===== config.mk =====
export PLATFORM = sky130hd
export DESIGN_NAME = video_scanout
export DESIGN_NICKNAME = d
export VERILOG_FILES = /design/src/hw/video_macros.svh /design/src/hw/video_pkg.sv /design/src/hw/video_scanout.sv
export SDC_FILE = /design/constraint.sdc
export NUM_CORES = 1
export LEC_CHECK = 0
export ABC_AREA = 1
export BUFFER_PORTS_ARGS = -buffer_cell sky130_fd_sc_hd__buf_2
export CAP_MARGIN = 30
export CORE_AREA = 2 2 39 41
export DETAILED_ROUTE_END_ITERATION = 12
export DIE_AREA = 0 0 41 43
export GPL_TIMING_DRIVEN = 0
export PLACE_DENSITY_LB_ADDON = 0.25
export SKIP_LAST_GASP = 1
export SLEW_MARGIN = 15
export SYNTH_ARGS = -nofsm -noshare
export SYNTH_HDL_FRONTEND = slang
export SYNTH_SLANG_ARGS = --single-unit

===== constraint.sdc =====
create_clock -name clk_pxl_i -period 0.8 [get_ports clk_pxl_i]
set_input_delay 0.16 -clock clk_pxl_i [delete_from_list [all_inputs] [get_ports clk_pxl_i]]
set_output_delay 0.16 -clock clk_pxl_i [all_outputs]
set_load 0.005 [all_outputs]

===== src/hw/video_macros.svh =====
`ifndef VIDEO_MACROS_SVH
`define VIDEO_MACROS_SVH

// horizontal timing in pixel clocks
`define VID_H_ACTIVE 64
`define VID_H_FRONT  4
`define VID_H_SYNC   8
`define VID_H_BACK   4
`define VID_H_TOTAL  (`VID_H_ACTIVE + `VID_H_FRONT + `VID_H_SYNC + `VID_H_BACK)

// vertical timing in lines
`define VID_V_ACTIVE 64
`define VID_V_FRONT  2
`define VID_V_SYNC   2
`define VID_V_BACK   2
`define VID_V_TOTAL  (`VID_V_ACTIVE + `VID_V_FRONT + `VID_V_SYNC + `VID_V_BACK)

// axi response codes
`define AXIL_RESP_OKAY 2'b00

`endif


===== src/hw/video_pkg.sv =====
package video_pkg;

    // cpu side
    typedef logic [31:0] word_t;
    typedef logic [3:0]  strb_t;
    typedef logic [11:0] byte_addr_t;
    typedef logic [9:0]  word_addr_t;
    typedef logic [1:0]  resp_t;

    // rgb332
    typedef logic [7:0]  pixel_t;

    // raster position
    typedef logic [6:0]  hcount_t;
    typedef logic [6:0]  vcount_t;

    typedef enum logic [0:0] {
        WR_IDLE,
        WR_RESP
    } axil_wr_state_t;

    typedef enum logic [1:0] {
        RD_IDLE,
        RD_DATA,
        RD_RESP
    } axil_rd_state_t;

endpackage


===== src/hw/video_scanout.sv =====
module video_scanout (
    input  logic              clk_pxl_i,
    input  logic              pxl_rst_n_i,
    input  logic              active_i,
    input  logic              hsync_n_i,
    input  logic              vsync_n_i,
    input  video_pkg::pixel_t pixel_i,
    output video_pkg::pixel_t rgb_o,
    output logic              de_o,
    output logic              hsync_n_o,
    output logic              vsync_n_o
);

    // first stage lines up with the ram read
    logic active_q;
    logic hsync_n_q;
    logic vsync_n_q;

    always_ff @(posedge clk_pxl_i or negedge pxl_rst_n_i) begin
        if (!pxl_rst_n_i) begin
            active_q  <= 1'b0;
            hsync_n_q <= 1'b1;
            vsync_n_q <= 1'b1;
        end else begin
            active_q  <= active_i;
            hsync_n_q <= hsync_n_i;
            vsync_n_q <= vsync_n_i;
        end
    end

    // second stage drives the pins
    always_ff @(posedge clk_pxl_i or negedge pxl_rst_n_i) begin
        if (!pxl_rst_n_i) begin
            rgb_o     <= '0;
            de_o      <= 1'b0;
            hsync_n_o <= 1'b1;
            vsync_n_o <= 1'b1;
        end else begin
            // blank outside the visible area
            rgb_o     <= active_q ? pixel_i : '0;
            de_o      <= active_q;
            hsync_n_o <= hsync_n_q;
            vsync_n_o <= vsync_n_q;
        end
    end

endmodule


==> results.json, run 1 <==
{
  "cp.arrival_ns": 0.88,
  "rows": 14,
  "diodes": 0,
  "crit_slowest_cell": "dfstp_2",
  "hold_start": "pixel_i[3]",
  "area_growth_pct": 53.9,
  "clock_skew_ns": 0.00269,
  "viasPerCell": 3.67,
  "setup_viol": 11,
  "ys_seq_elements": 14,
  "synth_warnings": 0,
  "path_cells": "buf_6",
  "ys.flop_type": "dfrtp_1",
  "critPathKind": "reg -> out",
  "synth_top_family_by_area": "buffers and inverters",
  "dieArea_um2": 1760,
  "setup_slack_ns": -0.243,
  "finalCritPeriodShare": 1.30,
  "powerDensity_nw_per_um2": 2100,
  "drc": 0,
  "synth_xor_area_frac": 0,
  "clock.fmax_mhz": 959,
  "p_leak_nw": 0.392,
  "wl_per_cell_um": 7.81,
  "netlist_instances": 31,
  "cp.required_ns": 0.64,
  "drt_iter0_drc": 1,
  "dp_cells": 70,
  "synth_nets": 44,
  "cp.depth": 1,
  "start_util": 0.304,
  "ir_worst_vdd_mv": 1.05,
  "cp-start-kind": "flip-flop",
  "min_path_type": "in -> reg",
  "drt-total-wl_um": 609,
  "grt_antenna_before_repair": 0,
  "fill_cells": 130,
  "cts_tree": "done",
  "ant_nets": 0,
  "clkSlewWorstSetupHoldPaths_ns": 0.08,
  "drive_gt1_frac": 0.516,
  "ys_top_cells_by_area": "dfrtp_1 (60%), dfstp_2 (25%), inv_1 (7.1%)",
  "portBuffers": 23,
  "hold_viol_final": 0,
  "worst_slew_pin_slew_ns": 0.295,
  "cts_buffers": 3,
  "maxSlewViolCount": 0,
  "clockBufferDepth": 2,
  "critPathTopFamily": "flip-flops",
  "max_stage_delay_ns": 0.53,
  "relSlewSlack": 0.803,
  "crit-reg2reg-capture": "rgb_o[4]",
  "syn_area_um2": 420,
  "grt_pass1_wl_um": 1040,
  "clock_latency_ns": 0.27,
  "async_flop_share": 1.00,
  "yosys.area_share.adder": 0,
  "synth_compound_area_frac": 0,
  "cts_htree_levels": 1,
  "violations": "setup timing",
  "vias": 286,
  "hold_path_depth": 3,
  "outcome": "finished with violations",
  "core_area_um2": 1380,
  "cts_setup_buffers": 0,
  "io_pins": 24,
  "rsz0062_at_grt": "yes",
  "synth_top_area_cell": "dfrtp_1",
  "cts-root-buf": "clkbuf_4",
  "grt_start_max_net_pins": 15,
  "path_max_fanout": 1,
  "synth_top_area_share": 0.595,
  "die_h_um": 43,
  "worstRegToRegCells": 3,
  "track_usage": 0.0924,
  "die_x_um": 41,
  "nNetsFinal": 76,
  "synth_mux_area_frac": 0,
  "grt_pass1_vias": 281,
  "synthTopCellsByCount": "dfrtp_1 (10), inv_1 (8), nand2_1 (8)",
  "reg2reg_from": "active_q",
  "grt_overflow": 0,
  "period_needed_ns": 1.04,
  "worstHoldEndpoint": "rgb_o[3]",
  "synthSimpleGateAreaFrac": 0.0714,
  "total_power_mw": 1.36,
  "ys_seq_area_frac": 0.845,
  "drv_cap": 0,
  "synth_cell_types": 5,
  "clock-sinks": 14,
  "synth_edf_count": 0,
  "endpoint_kind": "primary output",
  "drt_pass1_iterations": 2,
  "routabilityCongestion": 0.618,
  "r2r_slack_ns": 0.07,
  "cp_num_buf_inv": 1,
  "syn_avg_cell_area_um2": 13.6,
  "synth_most_common_cell": "dfrtp_1",
  "final_cells": 78
}
## timing repair
action | in CTS | in global routing
endpoints found under the setup margin | 11 | 12
hold buffers | 4 | 0
resized for setup | 0 | 4
hold endpoints to repair | 13 | 0
## registers in the layout, indices dropped and copies added (netlist names)
register,cells
active_q,1
de_o,1
hsync_n_o,1
hsync_n_q,1
rgb_o,8
vsync_n_o,1
vsync_n_q,1
## where the power goes
| part | internal (mW) | switching, mW | leakage [nW] |
|---|---|---|---|
| combinational | 0.0671 | 0.0481 | 0.203 |
| clock | 0.276 | 0.204 | 0.0210 |
| sequential | 0.751 | 0.00902 | 0.168 |
## worst max path at each step
stage	from	endpoint
6_report	hsync_n_o	hsync_n_o
5_1_grt	vsync_n_o	vsync_n_o
4_1_cts	hsync_n_o	hsync_n_o
3_5_place_dp	hsync_n_o	hsync_n_o
3_3_place_gp	hsync_n_o	hsync_n_o
2_1_floorplan	active_q	rgb_o[4]
## per-layer routing
metal	wire, µm	global-route usage	vias to the layer above
li1	-	-	146
met1	227	0.107	126
met2	325	0.128	14
met3	56	0.0314	0
met4	0	0.0800	0
met5	0	0	-
## cells by family after synthesis
group | count (synthesis)
buf+inv | 9
flops | 14
simple gates | 8
## through the flow
stage	area, µm²	setup TNS, ns	hold slack (ns)	util	setup slack (ns)
CTS	632	-1.71	0.0531	0.457	-0.267
finish	647	-1.46	0.0708	0.467	-0.243
detailed placement	556	0	0.0681	0.401	0.0512
floorplan	420	0	-0.136	-	0.102
global route	647	-1.97	0.0509	0.467	-0.296
global placement	556	0	0.0636	0.401	0.0511
## area by class of cell
type | instances | area [µm²] | share of cell area
timing repair buffer | 27 | 168 | 0.259
sequential | 14 | 355 | 0.549
tap | 16 | 20.0 | 0.0309
inverter | 8 | 30.0 | 0.0464
multi-input combinational | 8 | 30.0 | 0.0464
clock buffer | 4 | 36.3 | 0.0561
buffer | 1 | 7.51 | 0.0116
## cells in the final DEF (no fill, tap or decap)
cell type / count
buf_2: 21
dlygate4sd3_1: 4
clkbuf_8: 1
dfrtp_1: 10
dfstp_2: 4
buf_4: 1
buf_6: 2
inv_1: 8
nand2_1: 8
clkbuf_4: 3
No activity file was read; power rests on OpenSTA's default activity.
==> run 2: changes to the inputs <==
- ABC_AREA: 1 -> 0
- SKIP_LAST_GASP: 1 -> default
==> run 2 against run 1 <==
Compared with the run above:
- the flow still finishes with violations (setup timing)
- power fell by 7.8%
- fmax down 1.0%
- worst setup slack lost 0.011 ns
- highest routed layer unchanged
- first-iteration DRC count fell by 100%
- register-to-register slack about the same
- global-route usage shrank 0.63 points
- wire length shrank 0.66%
- critical path type unchanged
- sequential power rose by 0.5%
==> results.json, run 2 <==
{
  "clockBufferDepth": 2,
  "layout_common_cells": "buf_2 (22), dfrtp_1 (9), and2_1 (8)",
  "track_usage": 0.0861,
  "finalCritPeriodShare": 1.32,
  "diodes": 0,
  "ys.flop_type": "dfrtp_1",
  "drt_iter0_drc": 0,
  "synth_edf_count": 0,
  "synth_compound_area_frac": 0,
  "ys_seq_area_frac": 0.877,
  "ant_nets": 0,
  "min_path_type": "in -> reg",
  "synth_xor_area_frac": 0,
  "clock.fmax_mhz": 949,
  "final_common_cell": "buf_2",
  "start_util": 0.293,
  "synthSimpleGateAreaFrac": 0.123,
  "total_power_mw": 1.25,
  "ir_worst_vdd_mv": 0.976,
  "r2r_slack_ns": 0.07,
  "drt_pass1_iterations": 1,
  "holdWs_ns": 0.0975,
  "ys_top_cells_by_area": "dfrtp_1 (62%), dfstp_2 (26%), and2_1 (12%)",
  "portBuffers": 23,
  "dp_cells": 61,
  "setup_slack_ns": -0.253,
  "nNetsFinal": 67,
  "synth_top_family_by_area": "simple AND/OR/NAND/NOR gates",
  "critPathKind": "reg -> out",
  "final_area_um2": 614,
  "dieArea_um2": 1760,
  "drive_gt1_frac": 0.585,
  "ys_seq_elements": 14,
  "max_stage_delay_ns": 0.52,
  "violations": "setup timing",
  "vias": 259,
  "tns_ns": -1.40,
  "powerDensity_nw_per_um2": 2030,
  "area_growth_pct": 51.5,
  "period_needed_ns": 1.05,
  "cts-root-buf": "clkbuf_4",
  "endpoint_kind": "primary output",
  "synth_top_area_share": 0.617,
  "cp_num_buf_inv": 1,
  "synth_nets": 35,
  "clock_latency_ns": 0.27,
  "netlist_instances": 22,
  "cts_htree_levels": 1,
  "clock_skew_ns": 0.00942,
  "core_area_um2": 1380,
  "p_leak_nw": 0.320,
  "async_flop_share": 1.00,
  "io_pins": 24,
  "grt_pass1_vias": 248,
  "die_h_um": 43,
  "grt_start_max_net_pins": 15,
  "drv_cap": 0,
  "critPathTopFamily": "flip-flops",
  "hold_viol_final": 0,
  "drc": 0,
  "die_x_um": 41,
  "syn_avg_cell_area_um2": 18.4,
  "viasPerCell": 3.75,
  "synth_mux_area_frac": 0,
  "syn_area_um2": 405,
  "regMostFlops": "rgb_o",
  "synth_cell_types": 3,
  "synth_most_common_cell": "dfrtp_1",
  "wl_per_cell_um": 8.77,
  "cp-start-kind": "flip-flop",
  "path_cells": "buf_2",
  "rows": 14,
  "clkSlewWorstSetupHoldPaths_ns": 0.08,
  "crit_slowest_cell": "dfstp_2",
  "maxSlewViolCount": 0,
  "cp.arrival_ns": 0.89,
  "clock-sinks": 14,
  "grt_pass1_wl_um": 931,
  "rsz0062_at_grt": "yes",
  "multi_input_area_um2": 50.0,
  "cts_tree": "done",
  "synth_top_area_cell": "dfrtp_1",
  "dpl.hpwl_um": 452,
  "synth_warnings": 0,
  "grt_antenna_before_repair": 0,
  "grt_overflow": 0,
  "outcome": "finished with violations",
  "fill_cells": 133,
  "routabilityCongestion": 0.573,
  "drt-total-wl_um": 605,
  "seq_area_um2": 357,
  "utilization": 0.444,
  "yosys.area_share.adder": 0,
  "cp.required_ns": 0.64,
  "final_cells": 69,
  "relSlewSlack": 0.807,
  "largest_reg_flops": 8,
  "worst_slew_pin_slew_ns": 0.290,
  "synthTopCellsByCount": "dfrtp_1 (10), and2_1 (8), dfstp_2 (4)",
  "path_max_fanout": 1,
  "cts_buffers": 3,
  "dpl_worst_slack_ns": 0.0402,
  "setup_viol": 11,
  "place_area_um2": 541
}
[run 2: cell count changes after synthesis]
cell / before / now
nand2_1: 8 / 0
and2_1: 0 / 8
inv_1: 8 / 0
buf_2: 1 / 0
[run 2: kinds of logic after synthesis]
group,after synthesis
DFF,14
and+or+nand+nor,8
[run 2: timing repair]
| action | CTS | global route |
|---|---|---|
| setup buffers | 0 | 0 |
| gates resized for setup | 0 | 2 |
| endpoints found under the hold margin | 13 | 0 |
| hold buffers | 4 | 0 |
| endpoints found under the setup margin | 11 | 12 |
[run 2: final cells by class]
cell class,instances,area share
Clock buffer,4,0.0428
Tap cell,16,0.0326
Sequential cell,14,0.580
Timing Repair Buffer,27,0.263
Multi-Input combinational cell,8,0.0815
[run 2: per-layer routing]
layer / global-route usage / vias up / wire [µm]
met5: 0 / - / 0
met4: 0.0800 / 0 / 0
met3: 0.0366 / 0 / 78
met2: 0.131 / 15 / 316
met1: 0.0790 / 116 / 210
li1: - / 128 / -
[run 2: path summary, 6_finish.rpt]
path,start,to,cells after the start
setup / recovery,vsync_n_o,vsync_n_o,1
hold / removal,pixel_i[1],rgb_o[1],2
setup reg to reg,active_q,rgb_o[4],1
hold reg to reg,vsync_n_q,vsync_n_o,0
max in group asynchronous,pxl_rst_n_i,vsync_n_q,2
min in group asynchronous,pxl_rst_n_i,de_o,2
[run 2: report_power, final]
| part | total (mW) | internal (mW) | switching, mW |
|---|---|---|---|
| clock | 0.385 | 0.193 | 0.193 |
| sequential | 0.764 | 0.751 | 0.0124 |
| combinational | 0.101 | 0.0639 | 0.0370 |
| total | 1.25 | 1.01 | 0.242 |
