<file path="config.mk">
export PLATFORM = sky130hd
export DESIGN_NAME = video_timing
export DESIGN_NICKNAME = d
export VERILOG_FILES = /design/src/hw/video_pkg.sv /design/src/hw/video_timing.sv
export VERILOG_INCLUDE_DIRS = /design/src /design/src/hw
export SDC_FILE = /design/constraint.sdc
export NUM_CORES = 1
export LEC_CHECK = 0
export BUFFER_PORTS_ARGS = -buffer_cell sky130_fd_sc_hd__buf_2
export CORE_ASPECT_RATIO = 1.2
export CORE_MARGIN = 3
export CORE_UTILIZATION = 40
export CTS_CLUSTER_DIAMETER = 100
export DETAILED_ROUTE_END_ITERATION = 12
export RECOVER_POWER = 50
export SLEW_MARGIN = 20
export SYNTH_ARGS = -nofsm -noshare
export SYNTH_HDL_FRONTEND = slang
export SYNTH_SLANG_ARGS = --single-unit
</file>
<file path="constraint.sdc">
create_clock -name clk_pxl_i -period 2.9 [get_ports clk_pxl_i]
set_clock_uncertainty 0.1 [all_clocks]
set_input_delay 0.29 -clock clk_pxl_i [delete_from_list [all_inputs] [get_ports clk_pxl_i]]
set_output_delay 0.29 -clock clk_pxl_i [all_outputs]
set_load 0.005 [all_outputs]
</file>
<file path="src/hw/video_macros.svh">
`ifndef VIDEO_MACROS_SVH
`define VIDEO_MACROS_SVH

// horizontal timing in pixel clocks
`define VID_H_ACTIVE 64
`define VID_H_FRONT  4
`define VID_H_SYNC   8
`define VID_H_BACK   4
`define VID_H_TOTAL  (`VID_H_ACTIVE + `VID_H_FRONT + `VID_H_SYNC + `VID_H_BACK)

// vertical timing in lines
`define VID_V_ACTIVE 64
`define VID_V_FRONT  2
`define VID_V_SYNC   2
`define VID_V_BACK   2
`define VID_V_TOTAL  (`VID_V_ACTIVE + `VID_V_FRONT + `VID_V_SYNC + `VID_V_BACK)

// axi response codes
`define AXIL_RESP_OKAY 2'b00

`endif

</file>
<file path="src/hw/video_pkg.sv">
package video_pkg;

    // cpu side
    typedef logic [31:0] word_t;
    typedef logic [3:0]  strb_t;
    typedef logic [11:0] byte_addr_t;
    typedef logic [9:0]  word_addr_t;
    typedef logic [1:0]  resp_t;

    // rgb332
    typedef logic [7:0]  pixel_t;

    // raster position
    typedef logic [6:0]  hcount_t;
    typedef logic [6:0]  vcount_t;

    typedef enum logic [0:0] {
        WR_IDLE,
        WR_RESP
    } axil_wr_state_t;

    typedef enum logic [1:0] {
        RD_IDLE,
        RD_DATA,
        RD_RESP
    } axil_rd_state_t;

endpackage

</file>
<file path="src/hw/video_timing.sv">
`include "video_macros.svh"

module video_timing (
    input  logic                  clk_pxl_i,
    input  logic                  pxl_rst_n_i,
    output video_pkg::byte_addr_t pxl_addr_o,
    output logic                  active_o,
    output logic                  hsync_n_o,
    output logic                  vsync_n_o
);

    localparam video_pkg::hcount_t H_LAST =
        video_pkg::hcount_t'(`VID_H_TOTAL - 1);
    localparam video_pkg::hcount_t H_ACTIVE =
        video_pkg::hcount_t'(`VID_H_ACTIVE);
    localparam video_pkg::hcount_t H_SYNC_START =
        video_pkg::hcount_t'(`VID_H_ACTIVE + `VID_H_FRONT);
    localparam video_pkg::hcount_t H_SYNC_END =
        video_pkg::hcount_t'(`VID_H_ACTIVE + `VID_H_FRONT + `VID_H_SYNC);

    localparam video_pkg::vcount_t V_LAST =
        video_pkg::vcount_t'(`VID_V_TOTAL - 1);
    localparam video_pkg::vcount_t V_ACTIVE =
        video_pkg::vcount_t'(`VID_V_ACTIVE);
    localparam video_pkg::vcount_t V_SYNC_START =
        video_pkg::vcount_t'(`VID_V_ACTIVE + `VID_V_FRONT);
    localparam video_pkg::vcount_t V_SYNC_END =
        video_pkg::vcount_t'(`VID_V_ACTIVE + `VID_V_FRONT + `VID_V_SYNC);

    video_pkg::hcount_t hcount_q;
    video_pkg::vcount_t vcount_q;
    logic               line_end;

    assign line_end = (hcount_q == H_LAST);

    always_ff @(posedge clk_pxl_i or negedge pxl_rst_n_i) begin
        if (!pxl_rst_n_i) begin
            hcount_q <= '0;
            vcount_q <= '0;
        end else begin
            if (line_end) begin
                hcount_q <= '0;
                if (vcount_q == V_LAST) begin
                    vcount_q <= '0;
                end else begin
                    vcount_q <= vcount_q + 1'b1;
                end
            end else begin
                hcount_q <= hcount_q + 1'b1;
            end
        end
    end

    assign active_o  = (hcount_q < H_ACTIVE) && (vcount_q < V_ACTIVE);

    // sync pulses sit right after the front porches
    assign hsync_n_o = !((hcount_q >= H_SYNC_START) && (hcount_q < H_SYNC_END));
    assign vsync_n_o = !((vcount_q >= V_SYNC_START) && (vcount_q < V_SYNC_END));

    // byte y*64 + x, row of 64 makes this a plain concatenation
    assign pxl_addr_o = active_o ? {vcount_q[5:0], hcount_q[5:0]} : '0;

endmodule

</file>
==> results of run 1 <==
## layer usage
metal,wire (µm),global-route usage
met4,22,0.0415
met2,740,0.229
met5,0,0
met3,93,0.0263
met1,780,0.199
## sequential cells by signal, indices dropped and copies added, names as in the netlist
name and flops:
vcount_q 7, hcount_q 7
## cell usage in the layout, fill, tap and decap left out, types with 2 or more instances in the layout
cell type,instances
dfrtp_1,14
buf_2,14
and2_1,11
o21ai_0,10
nand3_1,7
nand2_1,5
a21oi_1,4
and3_1,3
nor3_1,3
nor2_1,3
or3_1,3
ha_1,3
clkbuf_4,3
xnor2_1,2
nor2b_1,2
xor2_1,2
inv_1,2
o31ai_1,2
clkbuf_1,2
## cells by family (layout without fill, tap and decap cells)
kind of cell    Yosys count  in the layout
fa+ha+maj                 3              3
flops                    14             14
buf+inv                   4             23
compound gates           19             19
xor+xnor                  4              4
simple gates             42             42
## synth_stat cells, drive strengths merged
cell | number | area, µm²
nand3b | 1 | 7.51
a21o | 1 | 8.76
nor3b | 1 | 7.51
o21ai | 10 | 50.1
and2 | 12 | 76.3
o31ai | 2 | 15.0
dfrtp | 14 | 350
or3 | 3 | 18.8
nor2b | 2 | 12.5
nor4b | 1 | 8.76
nand2b | 1 | 6.26
a32oi | 1 | 8.76
o22ai | 1 | 6.26
nand3 | 7 | 40.0
clkbuf | 1 | 3.75
xor2 | 2 | 17.5
a21oi | 4 | 20.0
xnor2 | 2 | 17.5
inv | 2 | 7.51
nor2 | 3 | 11.3
and3 | 3 | 18.8
buf | 1 | 5.00
nand2 | 5 | 18.8
ha | 3 | 37.5
nor3 | 3 | 20.0
## power by group through the flow
| stage | logic, mW | registers [mW] | clock network, mW |
|---|---|---|---|
| detailed placement | 0.00451 | 0.199 | 0 |
| floorplan | 0.000000148 | 0.199 | 0 |
| CTS | 0.00558 | 0.195 | 0.145 |
| finish | 0.00502 | 0.195 | 0.142 |
| global route | 0.00584 | 0.195 | 0.151 |
| global placement | 0.00453 | 0.199 | 0 |
## final cells by class
cell class                 instances  area (µm²)  share of cell area
multi-input combinational         68         418               0.453
inverter                           2        7.51             0.00813
clock buffer                       4        36.3              0.0393
sequential                        14         350               0.379
tap                               19        23.8              0.0257
timing repair buffer              17        87.6              0.0949
## stage by stage
stage | utilization | instances
4_1_cts | 0.506 | 124
5_1_grt | 0.499 | 124
6_report | 0.499 | 124
2_1_floorplan | - | 86
3_3_place_gp | 0.481 | 119
3_5_place_dp | 0.481 | 119
## path summary, 6_finish.rpt
path	start	to
worst max-delay path	vcount_q[3]$_DFFE_PN0N_	vsync_n_o
worst min-delay path	vcount_q[5]$_DFFE_PN0N_	vcount_q[5]$_DFFE_PN0N_
worst max register to register	hcount_q[0]$_DFF_PN0_	vcount_q[5]$_DFFE_PN0N_
worst min register to register	vcount_q[5]$_DFFE_PN0N_	vcount_q[5]$_DFFE_PN0N_
max in group asynchronous	pxl_rst_n_i	hcount_q[5]$_DFF_PN0_
min in group asynchronous	pxl_rst_n_i	vcount_q[4]$_DFFE_PN0N_
## worst max-delay path, stage by stage (launching register included)
cell	delay [ns]
dfrtp_1	0.47
nor4b_1	0.83
nand3b_1	0.12
buf_2	0.16
## repair_timing
action | in CTS | in global routing
gates resized for setup | 0 | 0
hold endpoints to repair | 14 | 0
hold buffers | 1 | 0
==> summary.txt, run 1 <==
Status
  – Status: finished, final reports clean

Yosys
  – Post-Synthesis Cell Area: between 700 and 800 µm²
  – Syn_nets: 91
  – Avg Cell Area, Syn: slightly above 9 µm²
  – Syn Inst Count: 86
  – Post-Synth Simple-Gate Area: 0.310
  – XOR/XNOR share of the synthesized area: 0.0441
  – Yosys reg bits: 14
  – Post-synthesis mux area share: 0
  – Adder-cell area share of the yosys netlist: 0.0472
  – Largest family of logic cells by synthesized area: simple AND/OR/NAND/NOR gates
  – Synth warnings: 0
  – Seq/Total Area, Yosys: 0.441
  – Yosys cell types: 28
  – Synth Area in Compound Gates: 0.137

Setup path
  – Worst Setup End Kind: output pin
  – Critical Path Start Type: flop
  – Reg2Reg Setup Slack: 0.70 ns
  – Setup Crit Path Kind: reg -> out
  – Worst R2R Path Depth: 5
  – WP data arrival: ~1.9 ns
  – Worst Path Required: 2.51 ns
  – CP Max Fanout: 8

Timing
  – Tightest Pin Transition: around 0.90 ns
  – Setup TNS: 0 ns
  – Fin crit period: between 2 and 2.5 ns
  – # setup viols final: 0
  – Final cycle utilization of the critical path: 0.774
  – Slew headroom: 0.388
  – Max Clk Rate: 446 MHz
  – Fin worst setup slack: 0.656 ns
  – Hold Fails Final Rpt: 0
  – Unrepaired setup endpoints after global routing: no
  – Slew Limit Fails: 0
  – Hold slack: between 0.4 and 0.5 ns

Flow run
  – Max_cap viols: 0

Floorplan
  – Core area: between 1500 and 2000 µm²
  – Row count: 17
  – # IOs: 17
  – Starting density of the core: 0.429
  – Die height: 54.8 µm
  – Die width: 46.7 µm
  – Die ar.: 2560 µm²

Pwr
  – Clock network fraction of total power: 0.415
  – Worst VDD drop: 0.000269 V
  – Tot Pwr: 0.342 mW
  – Net Sw Power: 0.0692 mW
  – Reg power frac: 0.571
  – Power per cell area: between 300 and 400 nW/µm²
  – Combinational power share: 0.015
  – Static leakage: 0.412 nW
  – Switch share: 0.203
  – Pint: 0.272 mW

Drt
  – Wirelength, routed: 1640 µm
  – Routed WL per cell: 13.2 µm
  – ANT nets after route: 0
  – Drt via density: about 5.6
  – Drt first pass iters: 4
  – Routed via count: between 600 and 700
  – DRC: 0
  – Initial DRC count: 4

Clock network
  – Clk_lat worst skew: ~0.28 ns
  – Root Buffer: clkbuf_4
  – Clk buf depth: 2
  – CTS Sinks: 14
  – CTS tree: done
  – CTS clk-pin slew, worst paths: 0.09 ns
  – H-tree Lvls: 1
  – Setup bufs post-CTS: 0
  – Total CTS buffers: 3

GRT
  – Largest net degree at the start of global routing: 15
  – Number of global-route vias before repair: slightly above 600
  – Initial antenna violation count: 0
  – GRT overflow: 0
  – Tot GR Track Use: 0.144
  – First-pass GRT wire length: about 2700 µm

Min path
  – Hold WC Path Type: reg -> reg
  – Worst hold path depth: 1

Layout
  – Layout cells sized above 1: 0.190
  – Nets@finish: 111
  – Finished Cell Area: roughly 920 µm²
  – Layout area overhead: 16.2%
  – FILL cells: roughly 180
  – Diodes inserted: 0

Placement
  – Placed cell areas: 890 µm²
  – Final HPWL DP: 1170 µm
  – Input/output buffers: 16
  – Gp weighted congestion: approximately 0.75
  – Pre-CTS setup slack: 0.853 ns
Power figures use the tool's default switching activity.
==> run 2, diff against run 1 <==
- clock period: 2.9 -> 2.25 ns (I/O delays scaled with it)
==> summary.txt, run 2 (synthesis gave the netlist of run 1 again) <==
Layout
  – Area of the multi-input gates: 418 µm²
  – Reg area: between 300 and 400 µm²
  – Layout cells sized above 1: 0.198
  – Finished Layout Cells: between 100 and 150
  – Nets@finish: 113
  – Layout area overhead: 16.4%
  – Finished Cell Area: 925 µm²
  – Largest regs: hcount_q x7, vcount_q x7
  – Most frequent cells in the layout: dfrtp_1 (14), buf_2 (14), and2_1 (11)
  – FILL cells: approximately 180
  – Diodes inserted: 0

Clock network
  – Total CTS buffers: 3
  – H-tree Lvls: 1
  – Root Buffer: clkbuf_4
  – Clk_lat worst skew: 0.27 ns
  – Setup bufs post-CTS: 0
  – CTS clk-pin slew, worst paths: 0.08 ns
  – CTS Sinks: 14
  – Clk buf depth: 2
  – CTS tree: done

Timing
  – Slew Limit Fails: 0
  – Unrepaired setup endpoints after global routing: no
  – Fin crit period: 1.89 ns
  – Hold slack: 0.397 ns
  – Hold Fails Final Rpt: 0
  – Setup TNS: 0 ns
  – # setup viols final: 0
  – Max Clk Rate: about 530 MHz
  – Tightest Pin Transition: between 0.7 and 0.8 ns
  – Final cycle utilization of the critical path: 0.841
  – Slew headroom: 0.501

Setup path
  – Max incr delay on CP: 0.49 ns
  – Worst setup path startpoint: hcount_q[0]$_DFF_PN0_
  – Reg2Reg Setup Slack: 0.36 ns
  – Setup Crit Path Kind: reg -> reg
  – Worst Setup End Kind: flop
  – Critical Path Start Type: flop
  – Critical R2R Launch: hcount_q[0]$_DFF_PN0_
  – Slowest CP cell: or3_1
  – Worst Path Required: 2.35 ns
  – Worst R2R Path Depth: 5
  – Worst-path cell chain: ha_1, nand3_1, or3_1, or3_1, o21ai_0
  – Worst R2R End: vcount_q[6]$_DFFE_PN0N_
  – Most frequent CP cell: or3_1
  – WP data arrival: 1.99 ns
  – CP Max Fanout: 7

Drt
  – Routed via count: 668
  – Wirelength, routed: around 1600 µm
  – Initial DRC count: 14
  – Routed WL per cell: between 10 and 15 µm
  – ANT nets after route: 0
  – DRC: 0
  – Drt first pass iters: 4
  – Drt via density: between 5 and 6

Floorplan
  – Die ar.: 2560 µm²
  – Starting density of the core: 0.429
  – Row count: 17
  – Die width: 46.7 µm
  – Die height: 54.8 µm
  – Core area: approximately 1900 µm²
  – # IOs: 17

Pwr
  – Static leakage: 0.415 nW
  – Switch share: 0.205
  – Net Sw Power: 0.0811 mW
  – Power per cell area: 428 nW/µm²
  – Pint: 0.315 mW
  – Tot Pwr: 0.396 mW
  – Reg power frac: 0.635
  – Worst VDD drop: 0.000369 V
  – Combinational power share: 0.016
  – Clock network fraction of total power: 0.349

GRT
  – GRT overflow: 0
  – Initial antenna violation count: 0
  – Tot GR Track Use: 0.149
  – Number of global-route vias before repair: 614
  – Largest net degree at the start of global routing: 15
  – First-pass GRT wire length: 2730 µm

Min path
  – Hold WC Path Type: reg -> reg
  – Worst hold path depth: 1
  – Hold_sp: hcount_q[0]$_DFF_PN0_
  – Worst hold endpoint: hcount_q[0]$_DFF_PN0_

Placement
  – Placed cell areas: 905 µm²
  – Gp weighted congestion: 0.713
  – Placed cells: 121
  – Final HPWL DP: 1180 µm
  – Input/output buffers: 16

Status
  – Status: finished, final reports clean

Flow run
  – Max_cap viols: 0
-- run 2: power groups by stage --
stage / registers [mW] / logic, mW / clock network, mW
floorplan: 0.256 / 0.000000148 / 0
global placement: 0.256 / 0.00576 / 0
detailed placement: 0.256 / 0.00573 / 0
CTS: 0.251 / 0.00706 / 0.143
global route: 0.251 / 0.00769 / 0.149
finish: 0.251 / 0.00632 / 0.138
-- run 2: final cells by class --
type                    instances  share of cell area
inverters                       2             0.00812
flip-flops and latches         14               0.379
repair buffers                 19               0.111
well taps                      19              0.0257
clock buffers                   3              0.0244
multi-input cells              68               0.452
-- run 2: timing repair --
item                       4_1_cts  5_1_grt
setup endpoints to repair        0        0
resized for setup                0        0
hold endpoints to repair        14        0
hold buffers                     1        0
-- run 2: per-stage QoR --
step                utilization  setup WS [ns]
floorplan                     -          0.503
global placement          0.489          0.467
detailed placement        0.489          0.420
CTS                       0.506          0.324
global route              0.500          0.232
finish                    0.500          0.359
-- run 2: worst max path at each step --
| stage | endpoint | slack, ns | cells past startpoint |
|---|---|---|---|
| 3_5_place_dp | vcount_q[6]$_DFFE_PN0N_ | 0.42 | 5 |
| 4_1_cts | pxl_addr_o[2] | 0.32 | 3 |
| 6_report | vcount_q[6]$_DFFE_PN0N_ | 0.36 | 5 |
| 2_1_floorplan | vcount_q[6]$_DFFE_PN0N_ | 0.50 | 6 |
| 3_3_place_gp | vcount_q[6]$_DFFE_PN0N_ | 0.47 | 5 |
| 5_1_grt | vcount_q[6]$_DFFE_PN0N_ | 0.23 | 5 |
-- run 2: worst max-delay path: cells and delay by family, from the launching register on --
family / cells / cell delay, ns
and+or+nand+nor: 3 / 1.04
AOI/OAI and AO/OA: 1 / 0.07
adders and majority gates: 1 / 0.20
DFF: 1 / 0.40
-- run 2: routing by layer --
layer / global-route usage / share of wire / vias up
met2: 0.234 / 0.45 / 15
met4: 0.0691 / 0.015 / 0
li1: - / - / 345
met3: 0.0329 / 0.049 / 4
met1: 0.191 / 0.48 / 304
met5: 0 / 0 / -
