$ cat config.mk
export PLATFORM = sky130hd
export DESIGN_NAME = video_axil_slave
export DESIGN_NICKNAME = d
export VERILOG_FILES = /design/src/hw/video_pkg.sv /design/src/hw/video_axil_slave.sv
export VERILOG_INCLUDE_DIRS = /design/src /design/src/hw
export SDC_FILE = /design/constraint.sdc
export NUM_CORES = 1
export LEC_CHECK = 0
export BUFFER_PORTS_ARGS = -buffer_cell sky130_fd_sc_hd__buf_2
export CORE_ASPECT_RATIO = 0.6
export CORE_MARGIN = 2
export CORE_UTILIZATION = 39
export CTS_BUF_LIST = sky130_fd_sc_hd__clkbuf_8
export DETAILED_ROUTE_END_ITERATION = 10
export PLACE_DENSITY = 0.84
export SETUP_SLACK_MARGIN = 0.05
export SLEW_MARGIN = 10
export SYNTH_ARGS = -nofsm -noshare
export SYNTH_HDL_FRONTEND = slang
export SYNTH_SLANG_ARGS = --single-unit
$ cat constraint.sdc
create_clock -name clk_cpu_i -period 2.7 [get_ports clk_cpu_i]
set_input_delay 0.135 -clock clk_cpu_i [delete_from_list [all_inputs] [get_ports clk_cpu_i]]
set_output_delay 0.135 -clock clk_cpu_i [all_outputs]
set_load 0.01 [all_outputs]
$ cat src/hw/video_macros.svh
`ifndef VIDEO_MACROS_SVH
`define VIDEO_MACROS_SVH

// horizontal timing in pixel clocks
`define VID_H_ACTIVE 64
`define VID_H_FRONT  4
`define VID_H_SYNC   8
`define VID_H_BACK   4
`define VID_H_TOTAL  (`VID_H_ACTIVE + `VID_H_FRONT + `VID_H_SYNC + `VID_H_BACK)

// vertical timing in lines
`define VID_V_ACTIVE 64
`define VID_V_FRONT  2
`define VID_V_SYNC   2
`define VID_V_BACK   2
`define VID_V_TOTAL  (`VID_V_ACTIVE + `VID_V_FRONT + `VID_V_SYNC + `VID_V_BACK)

// axi response codes
`define AXIL_RESP_OKAY 2'b00

`endif

$ cat src/hw/video_pkg.sv
package video_pkg;

    // cpu side
    typedef logic [31:0] word_t;
    typedef logic [3:0]  strb_t;
    typedef logic [11:0] byte_addr_t;
    typedef logic [9:0]  word_addr_t;
    typedef logic [1:0]  resp_t;

    // rgb332
    typedef logic [7:0]  pixel_t;

    // raster position
    typedef logic [6:0]  hcount_t;
    typedef logic [6:0]  vcount_t;

    typedef enum logic [0:0] {
        WR_IDLE,
        WR_RESP
    } axil_wr_state_t;

    typedef enum logic [1:0] {
        RD_IDLE,
        RD_DATA,
        RD_RESP
    } axil_rd_state_t;

endpackage

$ cat src/hw/video_axil_slave.sv
`include "video_macros.svh"

module video_axil_slave (
    input  logic                  clk_cpu_i,
    input  logic                  rst_n_i,

    input  video_pkg::byte_addr_t s_axil_awaddr_i,
    input  logic                  s_axil_awvalid_i,
    output logic                  s_axil_awready_o,

    input  video_pkg::word_t      s_axil_wdata_i,
    input  video_pkg::strb_t      s_axil_wstrb_i,
    input  logic                  s_axil_wvalid_i,
    output logic                  s_axil_wready_o,

    output video_pkg::resp_t      s_axil_bresp_o,
    output logic                  s_axil_bvalid_o,
    input  logic                  s_axil_bready_i,

    input  video_pkg::byte_addr_t s_axil_araddr_i,
    input  logic                  s_axil_arvalid_i,
    output logic                  s_axil_arready_o,

    output video_pkg::word_t      s_axil_rdata_o,
    output video_pkg::resp_t      s_axil_rresp_o,
    output logic                  s_axil_rvalid_o,
    input  logic                  s_axil_rready_i,

    output video_pkg::word_addr_t ram_addr_o,
    output video_pkg::word_t      ram_wdata_o,
    output video_pkg::strb_t      ram_wstrb_o,
    output logic                  ram_rd_en_o,
    input  video_pkg::word_t      ram_rdata_i
);

    video_pkg::axil_wr_state_t wr_state_q;
    video_pkg::axil_rd_state_t rd_state_q;
    video_pkg::word_t          rdata_q;
    logic                      wr_accept;
    logic                      rd_accept;

    // address and data are taken together, one write per response
    assign wr_accept = (wr_state_q == video_pkg::WR_IDLE) && s_axil_awvalid_i &&
                       s_axil_wvalid_i;

    // write owns the shared ram port when both arrive
    assign rd_accept = (rd_state_q == video_pkg::RD_IDLE) && s_axil_arvalid_i && !wr_accept;

    assign s_axil_awready_o = wr_accept;
    assign s_axil_wready_o  = wr_accept;
    assign s_axil_arready_o = rd_accept;

    // shared cpu port of the ram
    assign ram_addr_o  = wr_accept ? s_axil_awaddr_i[11:2] : s_axil_araddr_i[11:2];
    assign ram_wdata_o = s_axil_wdata_i;
    assign ram_wstrb_o = wr_accept ? s_axil_wstrb_i : '0;
    assign ram_rd_en_o = rd_accept;

    always_ff @(posedge clk_cpu_i or negedge rst_n_i) begin
        if (!rst_n_i) begin
            wr_state_q <= video_pkg::WR_IDLE;
        end else begin
            case (wr_state_q)
                video_pkg::WR_IDLE: begin
                    if (wr_accept) begin
                        wr_state_q <= video_pkg::WR_RESP;
                    end
                end
                video_pkg::WR_RESP: begin
                    if (s_axil_bready_i) begin
                        wr_state_q <= video_pkg::WR_IDLE;
                    end
                end
                default: wr_state_q <= video_pkg::WR_IDLE;
            endcase
        end
    end

    assign s_axil_bvalid_o = (wr_state_q == video_pkg::WR_RESP);
    assign s_axil_bresp_o  = `AXIL_RESP_OKAY;

    // RD_DATA is the cycle the ram word arrives, RD_RESP holds it under stall
    always_ff @(posedge clk_cpu_i or negedge rst_n_i) begin
        if (!rst_n_i) begin
            rd_state_q <= video_pkg::RD_IDLE;
        end else begin
            case (rd_state_q)
                video_pkg::RD_IDLE: begin
                    if (rd_accept) begin
                        rd_state_q <= video_pkg::RD_DATA;
                    end
                end
                video_pkg::RD_DATA: begin
                    if (s_axil_rready_i) begin
                        rd_state_q <= video_pkg::RD_IDLE;
                    end else begin
                        rd_state_q <= video_pkg::RD_RESP;
                    end
                end
                video_pkg::RD_RESP: begin
                    if (s_axil_rready_i) begin
                        rd_state_q <= video_pkg::RD_IDLE;
                    end
                end
                default: rd_state_q <= video_pkg::RD_IDLE;
            endcase
        end
    end

    // capture ram output on first response cycle
    always_ff @(posedge clk_cpu_i) begin
        if (rd_state_q == video_pkg::RD_DATA) begin
            rdata_q <= ram_rdata_i;
        end
    end

    assign s_axil_rvalid_o = (rd_state_q != video_pkg::RD_IDLE);
    assign s_axil_rdata_o  = (rd_state_q == video_pkg::RD_RESP) ? rdata_q : ram_rdata_i;
    assign s_axil_rresp_o  = `AXIL_RESP_OKAY;

endmodule

==> impl_metrics.ini, run 1 <==
[outcome]
status = completed

[clock_tree]
cts_tree = yes
clk_pin_slew_ns = 0.07
clock_path_buffers = 2
cts_root_buffer = clkbuf_8
numCtsBuffers = 5
cts.sinks = 35
htree_levels = 2
clk_latency_ns = 0.28
cts_setup_buffers = 0
cts_hold_buf = 1
cts_resized = 0

[final_layout]
diodes = 0
final_cell_mix = 114 x buf_2, 32 x edfxtp_1, 29 x mux2_4
final_nets = 318
syn_to_final_growth_pct = 19.77
layout-drive-gt1-share_pct = 76.82
final_cell_area_sq_mm = 0.002509
layout_commonest_cell = buf_2

[placement]
io_buffer_count = 114
routabilityCongestion = 0.6283
dpl_cell_area_sq_mm = 0.002417
dp_hpwl_mm = 3.196

[power]
clockPowerShare_pct = 25.2
p_sw_w = 0.0003542
p_leak_nw = 1.194
p_int_w = 0.001017
peakVddDrop_mv = 0.2850
p_per_area_mw_per_mm2 = 546.8
switching_share_pct = 25.82
power_frac_comb_pct = 26.1
seqPwrFrac_pct = 48.7

[timing]
period_share_pct = 68.00
fmax_ghz = 0.5447
slew_violations = 0
worst_slew_pin_slew_ns = 0.9102
setup_viol = 0
grt_setup_unrepaired = no
holdWs_ns = 0.03206
fin_tns_setup_ns = 0
finalCriticalPeriod_ns = 1.836
slew-limit-headroom_pct = 39.19
hold_viol_final = 0
fin_worst_skew_ns = 0.006365

[yosys]
netlist.area_leader.share_pct = 45.88
synth_area_per_cell_sq_um = 15.51
ys_types = 17
synth.cell_area_sq_mm = 0.002095
yosys_register_bits = 35
yosysWarnings = 0
synth_cells = 135
yosys-top-cells-area = edfxtp_1 46%, mux2_4 21%, buf_4 14%, mux2_2 7.0%, dfrtp_1 3.6%
yosys.area.top_type = edfxtp_1
ys_seq_area_share_pct = 49.46

[grt]
grt_pass1_vias = 1145
grt_max_degree = 34
grt.overflow.total = 0
grt_pass1_wl_mm = 5.644
grt_util_all_layers_pct = 12.38
antenna_found_initial = 0

[critical_path]
regToRegSetupSlack_ns = 1.15
crit_arrival_ns = 1.70
crit_type = reg -> out
reg2reg_to = rdata_q[19]$_DFFE_PN_
critPathLaunchType = register
critPathCaptureType = primary output
reg2regPathDepth = 1
crit_end = s_axil_rdata_o[1]
path_max_fanout = 19
reg2reg_from = rd_state_q[0]$_DFFE_PN0P_
required_ns = 2.57
startpoint = rd_state_q[1]$_DFFE_PN0P_

[floorplan]
core_region_area_sq_mm = 0.005130
die_w_um = 98.61
ios = 187
initial_core_util_pct = 40.83
die_h_um = 60.77
die_area_sq_mm = 0.005992
core.rowCount = 20

[hold_path]
min_path_type = in -> reg

[route]
num_vias = 1266
wire_per_inst_um = 14.07
drc = 0
drt_iter0_markers = 29
ant_nets = 0
routed_via_density = 4.427
drt_first_pass_iters = 3
routed_wl_mm = 4.025

[flow_run]
max-cap-violations = 0
==> worst min path at each step <==
stage               startpoint                        end  slack [ns]  cells past startpoint
4_1_cts        s_axil_bready_i  s_axil_bvalid_o$_DFF_PN0_        0.02                      2
5_1_grt        s_axil_bready_i  s_axil_bvalid_o$_DFF_PN0_        0.01                      2
3_5_place_dp           rst_n_i  rd_state_q[0]$_DFFE_PN0P_       -0.06                      1
3_3_place_gp           rst_n_i  rd_state_q[0]$_DFFE_PN0P_       -0.06                      1
6_report       s_axil_bready_i  s_axil_bvalid_o$_DFF_PN0_        0.03                      2
2_1_floorplan          rst_n_i  rd_state_q[0]$_DFFE_PN0P_       -0.16                      0
==> worst max-delay path: stages, from the launching register on <==
cell	delay (ns)
dfrtp_1	0.41
nor2b_4	0.17
buf_4	0.32
mux2_2	0.38
buf_2	0.14
==> cell usage after synthesis <==
master    number
buf_4         39
buf_12         3
mux2_2        13
or2_2          1
conb_1         1
o21ba_2        1
o21ai_0        1
nor2b_1        1
dfrtp_1        3
nand3b_4       1
nor3b_1        2
buf_6          1
and2_1         4
nor2b_4        1
inv_1          2
edfxtp_1      32
mux2_4        29
==> per-layer routing <==
metal | track usage, % | wire length [um] | up-vias
li1 | - | - | 606
met1 | 17.38 | 1798 | 588
met2 | 16.13 | 1777 | 70
met3 | 7.258 | 446 | 2
met4 | 3.131 | 4 | 0
met5 | 0 | 0 | -
==> state kept, by name, indices dropped and copies added, names as in the netlist <==
| name | cells |
|---|---|
| rdata_q | 32 |
| rd_state_q | 2 |
| s_axil_bvalid_o | 1 |
==> stage by stage <==
step / instances / util, % / total power (W) / setup slack, ns
after floorplan: 138 / - / 0.0009705 / 0.3828
after global placement: 277 / 47.12 / 0.001033 / 1.127
after detailed placement: 277 / 47.12 / 0.001043 / 1.100
after CTS: 286 / 48.90 / 0.001400 / 0.8282
after global routing: 286 / 48.90 / 0.001450 / 0.7872
final: 286 / 48.90 / 0.001372 / 0.8640
==> kinds of logic (layout without fill, tap and decap cells) <==
group           count (synthesis)  after routing  synth area share, %
simple gates                   10             10                4.122
buf+inv                        45            127                17.74
other cells                     1              4               0.1790
mux                            42             42                27.78
compound gates                  2              2               0.7166
flops                          35             35                49.46
==> power groups by stage <==
stage | logic, W | clock network [W] | registers [W]
2_1_floorplan | 0.000294 | 0 | 0.000677
3_3_place_gp | 0.000356 | 0 | 0.000678
3_5_place_dp | 0.000363 | 0 | 0.000680
4_1_cts | 0.000365 | 0.000367 | 0.000668
5_1_grt | 0.000387 | 0.000390 | 0.000672
6_report | 0.000358 | 0.000346 | 0.000668
==> final cells by class <==
class / count / area, sq um
Fill cell: 470 / 2621
Timing Repair Buffer: 117 / 595.6
Clock inverter: 3 / 12.51
Inverter: 2 / 7.507
Multi-Input combinational cell: 58 / 705.7
Clock buffer: 5 / 68.82
Sequential cell: 35 / 1036
Tap cell: 66 / 82.58
No activity file was read; power rests on OpenSTA's default activity.
==> inputs of run 2 (changes only) <==
--- a/config.mk
+++ b/config.mk
@@ -6,13 +6,14 @@
 export SDC_FILE = /design/constraint.sdc
 export NUM_CORES = 1
 export LEC_CHECK = 0
+export ABC_AREA = 1
 export BUFFER_PORTS_ARGS = -buffer_cell sky130_fd_sc_hd__buf_2
 export CORE_ASPECT_RATIO = 0.6
 export CORE_MARGIN = 2
 export CORE_UTILIZATION = 39
 export CTS_BUF_LIST = sky130_fd_sc_hd__clkbuf_8
 export DETAILED_ROUTE_END_ITERATION = 10
-export PLACE_DENSITY = 0.84
+export PLACE_DENSITY = 0.83
 export SETUP_SLACK_MARGIN = 0.05
 export SLEW_MARGIN = 10
 export SYNTH_ARGS = -nofsm -noshare
==> constraint.sdc (replaced) <==
create_clock -name clk_cpu_i -period 1.9 [get_ports clk_cpu_i]
set_input_delay 0.095 -clock clk_cpu_i [delete_from_list [all_inputs] [get_ports clk_cpu_i]]
set_output_delay 0.095 -clock clk_cpu_i [all_outputs]
set_load 0.01 [all_outputs]
==> run 2 against run 1 <==
Global-route usage grew 2.5 points. Clock power grew 46%. Sequential power grew 44%. Utilization grew 4.3 points. Routed wire length grew 22%. Critical path type unchanged.
==> impl_metrics.ini, run 2 <==
[timing]
holdWs_ns = 0.01774
setup_viol = 0
period_share_pct = 89.20
fin_tns_setup_ns = 0
hold_viol_final = 0
fmax_ghz = 0.5900
grt_setup_unrepaired = no
fin_worst_skew_ns = 0.004087
finalCriticalPeriod_ns = 1.695
slew_violations = 0

[final_layout]
layout_commonest_cell = buf_2
syn_to_final_growth_pct = 28.50
largest_reg_flops = 32
diodes = 0
final_nets = 435
stdcell_count = 403
fillers = 483
multi_input_area_sq_um = 673.1
seq_area_sq_mm = 0.001036
largest_register = rdata_q
fin_util_pct = 53.18
final_cell_mix = 114 x buf_2, 76 x nand2_1, 34 x nand3_1
layout-drive-gt1-share_pct = 41.25

[clock_tree]
cts.sinks = 35
cts_tree = yes
numCtsBuffers = 5
clk_pin_slew_ns = 0.07
cts_root_buffer = clkbuf_8
clock_path_buffers = 2
clk_latency_ns = 0.28
htree_levels = 2

[critical_path]
crit_arrival_ns = 1.60
reg2regPathDepth = 3
path_max_fanout = 36
required_ns = 1.80
critPathLaunchType = register
crit_type = reg -> out
critPathCaptureType = primary output

[floorplan]
ios = 187
core_region_area_sq_mm = 0.005155
die_area_sq_mm = 0.006097
initial_core_util_pct = 41.38
die_h_um = 61.29
die_w_um = 99.48
core.rowCount = 20

[yosys]
synth_cells = 238
synthFlopType = edfxtp_1
yosysWarnings = 0
yosys.area.top_type = edfxtp_1
ys_seq_area_share_pct = 48.56
synth_area_per_cell_sq_um = 8.963
synth.cell_area_sq_mm = 0.002133
ys_types = 18
yosys-top-cells-area = edfxtp_1 45%, buf_4 15%, nand2_1 13%, nand3_1 8.0%, dfrtp_1 3.5%
synth_commonest_cells = 76 x nand2_1, 44 x buf_4, 34 x nand3_1
netlist.area_leader.share_pct = 45.04
synthArstFlopShare_pct = 8.571
synth.most_common_cell = nand2_1
synth_edf_count = 32
yosys_register_bits = 35

[grt]
grt_pass1_wl_mm = 7.072
grt_pass1_vias = 1562
grt_util_all_layers_pct = 14.93
grt_max_degree = 37
antenna_found_initial = 0
grt.overflow.total = 0

[power]
p_per_area_mw_per_mm2 = 771.8
switching_share_pct = 31.67
p_int_w = 0.001446
p_leak_nw = 1.400
power_frac_comb_pct = 30.5
clockPowerShare_pct = 23.9
seqPwrFrac_pct = 45.6
peakVddDrop_mv = 0.3513
p_sw_w = 0.0006700

[placement]
io_buffer_count = 114
routabilityCongestion = 0.6489
dp_hpwl_mm = 3.325
placedCellCount = 373

[flow_run]
max-cap-violations = 0

[hold_path]
hold_depth = 1
min_path_type = in -> reg

[route]
drt_first_pass_iters = 4
drt_iter0_markers = 74
ant_nets = 0
routed_via_density = 4.680
num_vias = 1886
wire_per_inst_um = 12.16
routed_wl_mm = 4.900
drc = 0

[outcome]
status = completed
## run 2: changes by cell type after synthesis, moves of 10 or more
| cell | change |
|---|---|
| nand3_1 | +34 |
| nand2_1 | +76 |
| nand2_2 | +10 |
| mux2_4 | -29 |
| mux2_2 | -13 |
| nand4_1 | +10 |
## run 2: area by class of cell
cell class	count	area share [%]
inverter	8	1.187
timing repair buffer	140	30.40
clock inverter	3	0.5477
tap	66	3.012
sequential	35	37.79
clock buffer	5	2.510
multi-input combinational	146	24.56
## run 2: critical path, stage by stage, from the launching register on
cell and delay (ns):
dfrtp_1 0.41, inv_4 0.31, nand2_8 0.24, nand2_1 0.13, nand2_1 0.05, buf_2 0.14
## run 2: repair_timing
| item | in CTS | in global routing |
|---|---|---|
| hold buffers | 15 | 7 |
| resized for setup | 0 | 0 |
| endpoints found under the hold margin | 17 | 7 |
| buffers inserted | 0 | 0 |
## run 2: stage by stage
stage / instance area, sq um / worst slack (ns) / power, W
2_1_floorplan: 2152 / 0.3387 / 0.001446
3_3_place_gp: 2437 / 0.5116 / 0.001585
3_5_place_dp: 2437 / 0.4906 / 0.001599
4_1_cts: 2671 / 0.1826 / 0.002141
5_1_grt: 2741 / 0.06007 / 0.002255
6_report: 2741 / 0.2052 / 0.002116
## run 2: final timing paths
check | from | to | slack, ns
min in group asynchronous | rst_n_i | rd_state_q[0]$_DFFE_PN0P_ | 0.16
max reg2reg | rd_state_q[0]$_DFFE_PN0P_ | rdata_q[0]$_DFFE_PN_ | 0.60
max | rd_state_q[0]$_DFFE_PN0P_ | s_axil_rdata_o[22] | 0.21
max in group asynchronous | rst_n_i | rd_state_q[1]$_DFFE_PN0P_ | 1.64
min | ram_rdata_i[5] | rdata_q[5]$_DFFE_PN_ | 0.02
min reg2reg | rd_state_q[0]$_DFFE_PN0P_ | rd_state_q[1]$_DFFE_PN0P_ | 0.57
## run 2: metal layers
layer	vias to the layer above	global-route usage, %	wire length, um
met1	858	20.07	2228
met5	-	0	0
li1	939	-	-
met4	0	4.697	14
met3	2	4.654	356
met2	87	23.65	2301
## run 2: power groups by stage
stage / sequential [W] / clock, W / combinational [W]
2_1_floorplan: 0.000969 / 0 / 0.000476
5_1_grt: 0.000972 / 0.000560 / 0.000722
3_3_place_gp: 0.000978 / 0 / 0.000607
6_report: 0.000965 / 0.000505 / 0.000645
3_5_place_dp: 0.000982 / 0 / 0.000617
4_1_cts: 0.000965 / 0.000532 / 0.000644
## run 2: kinds of logic after synthesis
| kind of cell | count (synthesis) | synth area share (%) |
|---|---|---|
| DFF | 35 | 48.56 |
| other | 1 | 0.1758 |
| buffers and inverters | 60 | 20.76 |
| and+or+nand+nor | 140 | 30.03 |
| AOI/OAI and AO/OA | 2 | 0.4692 |
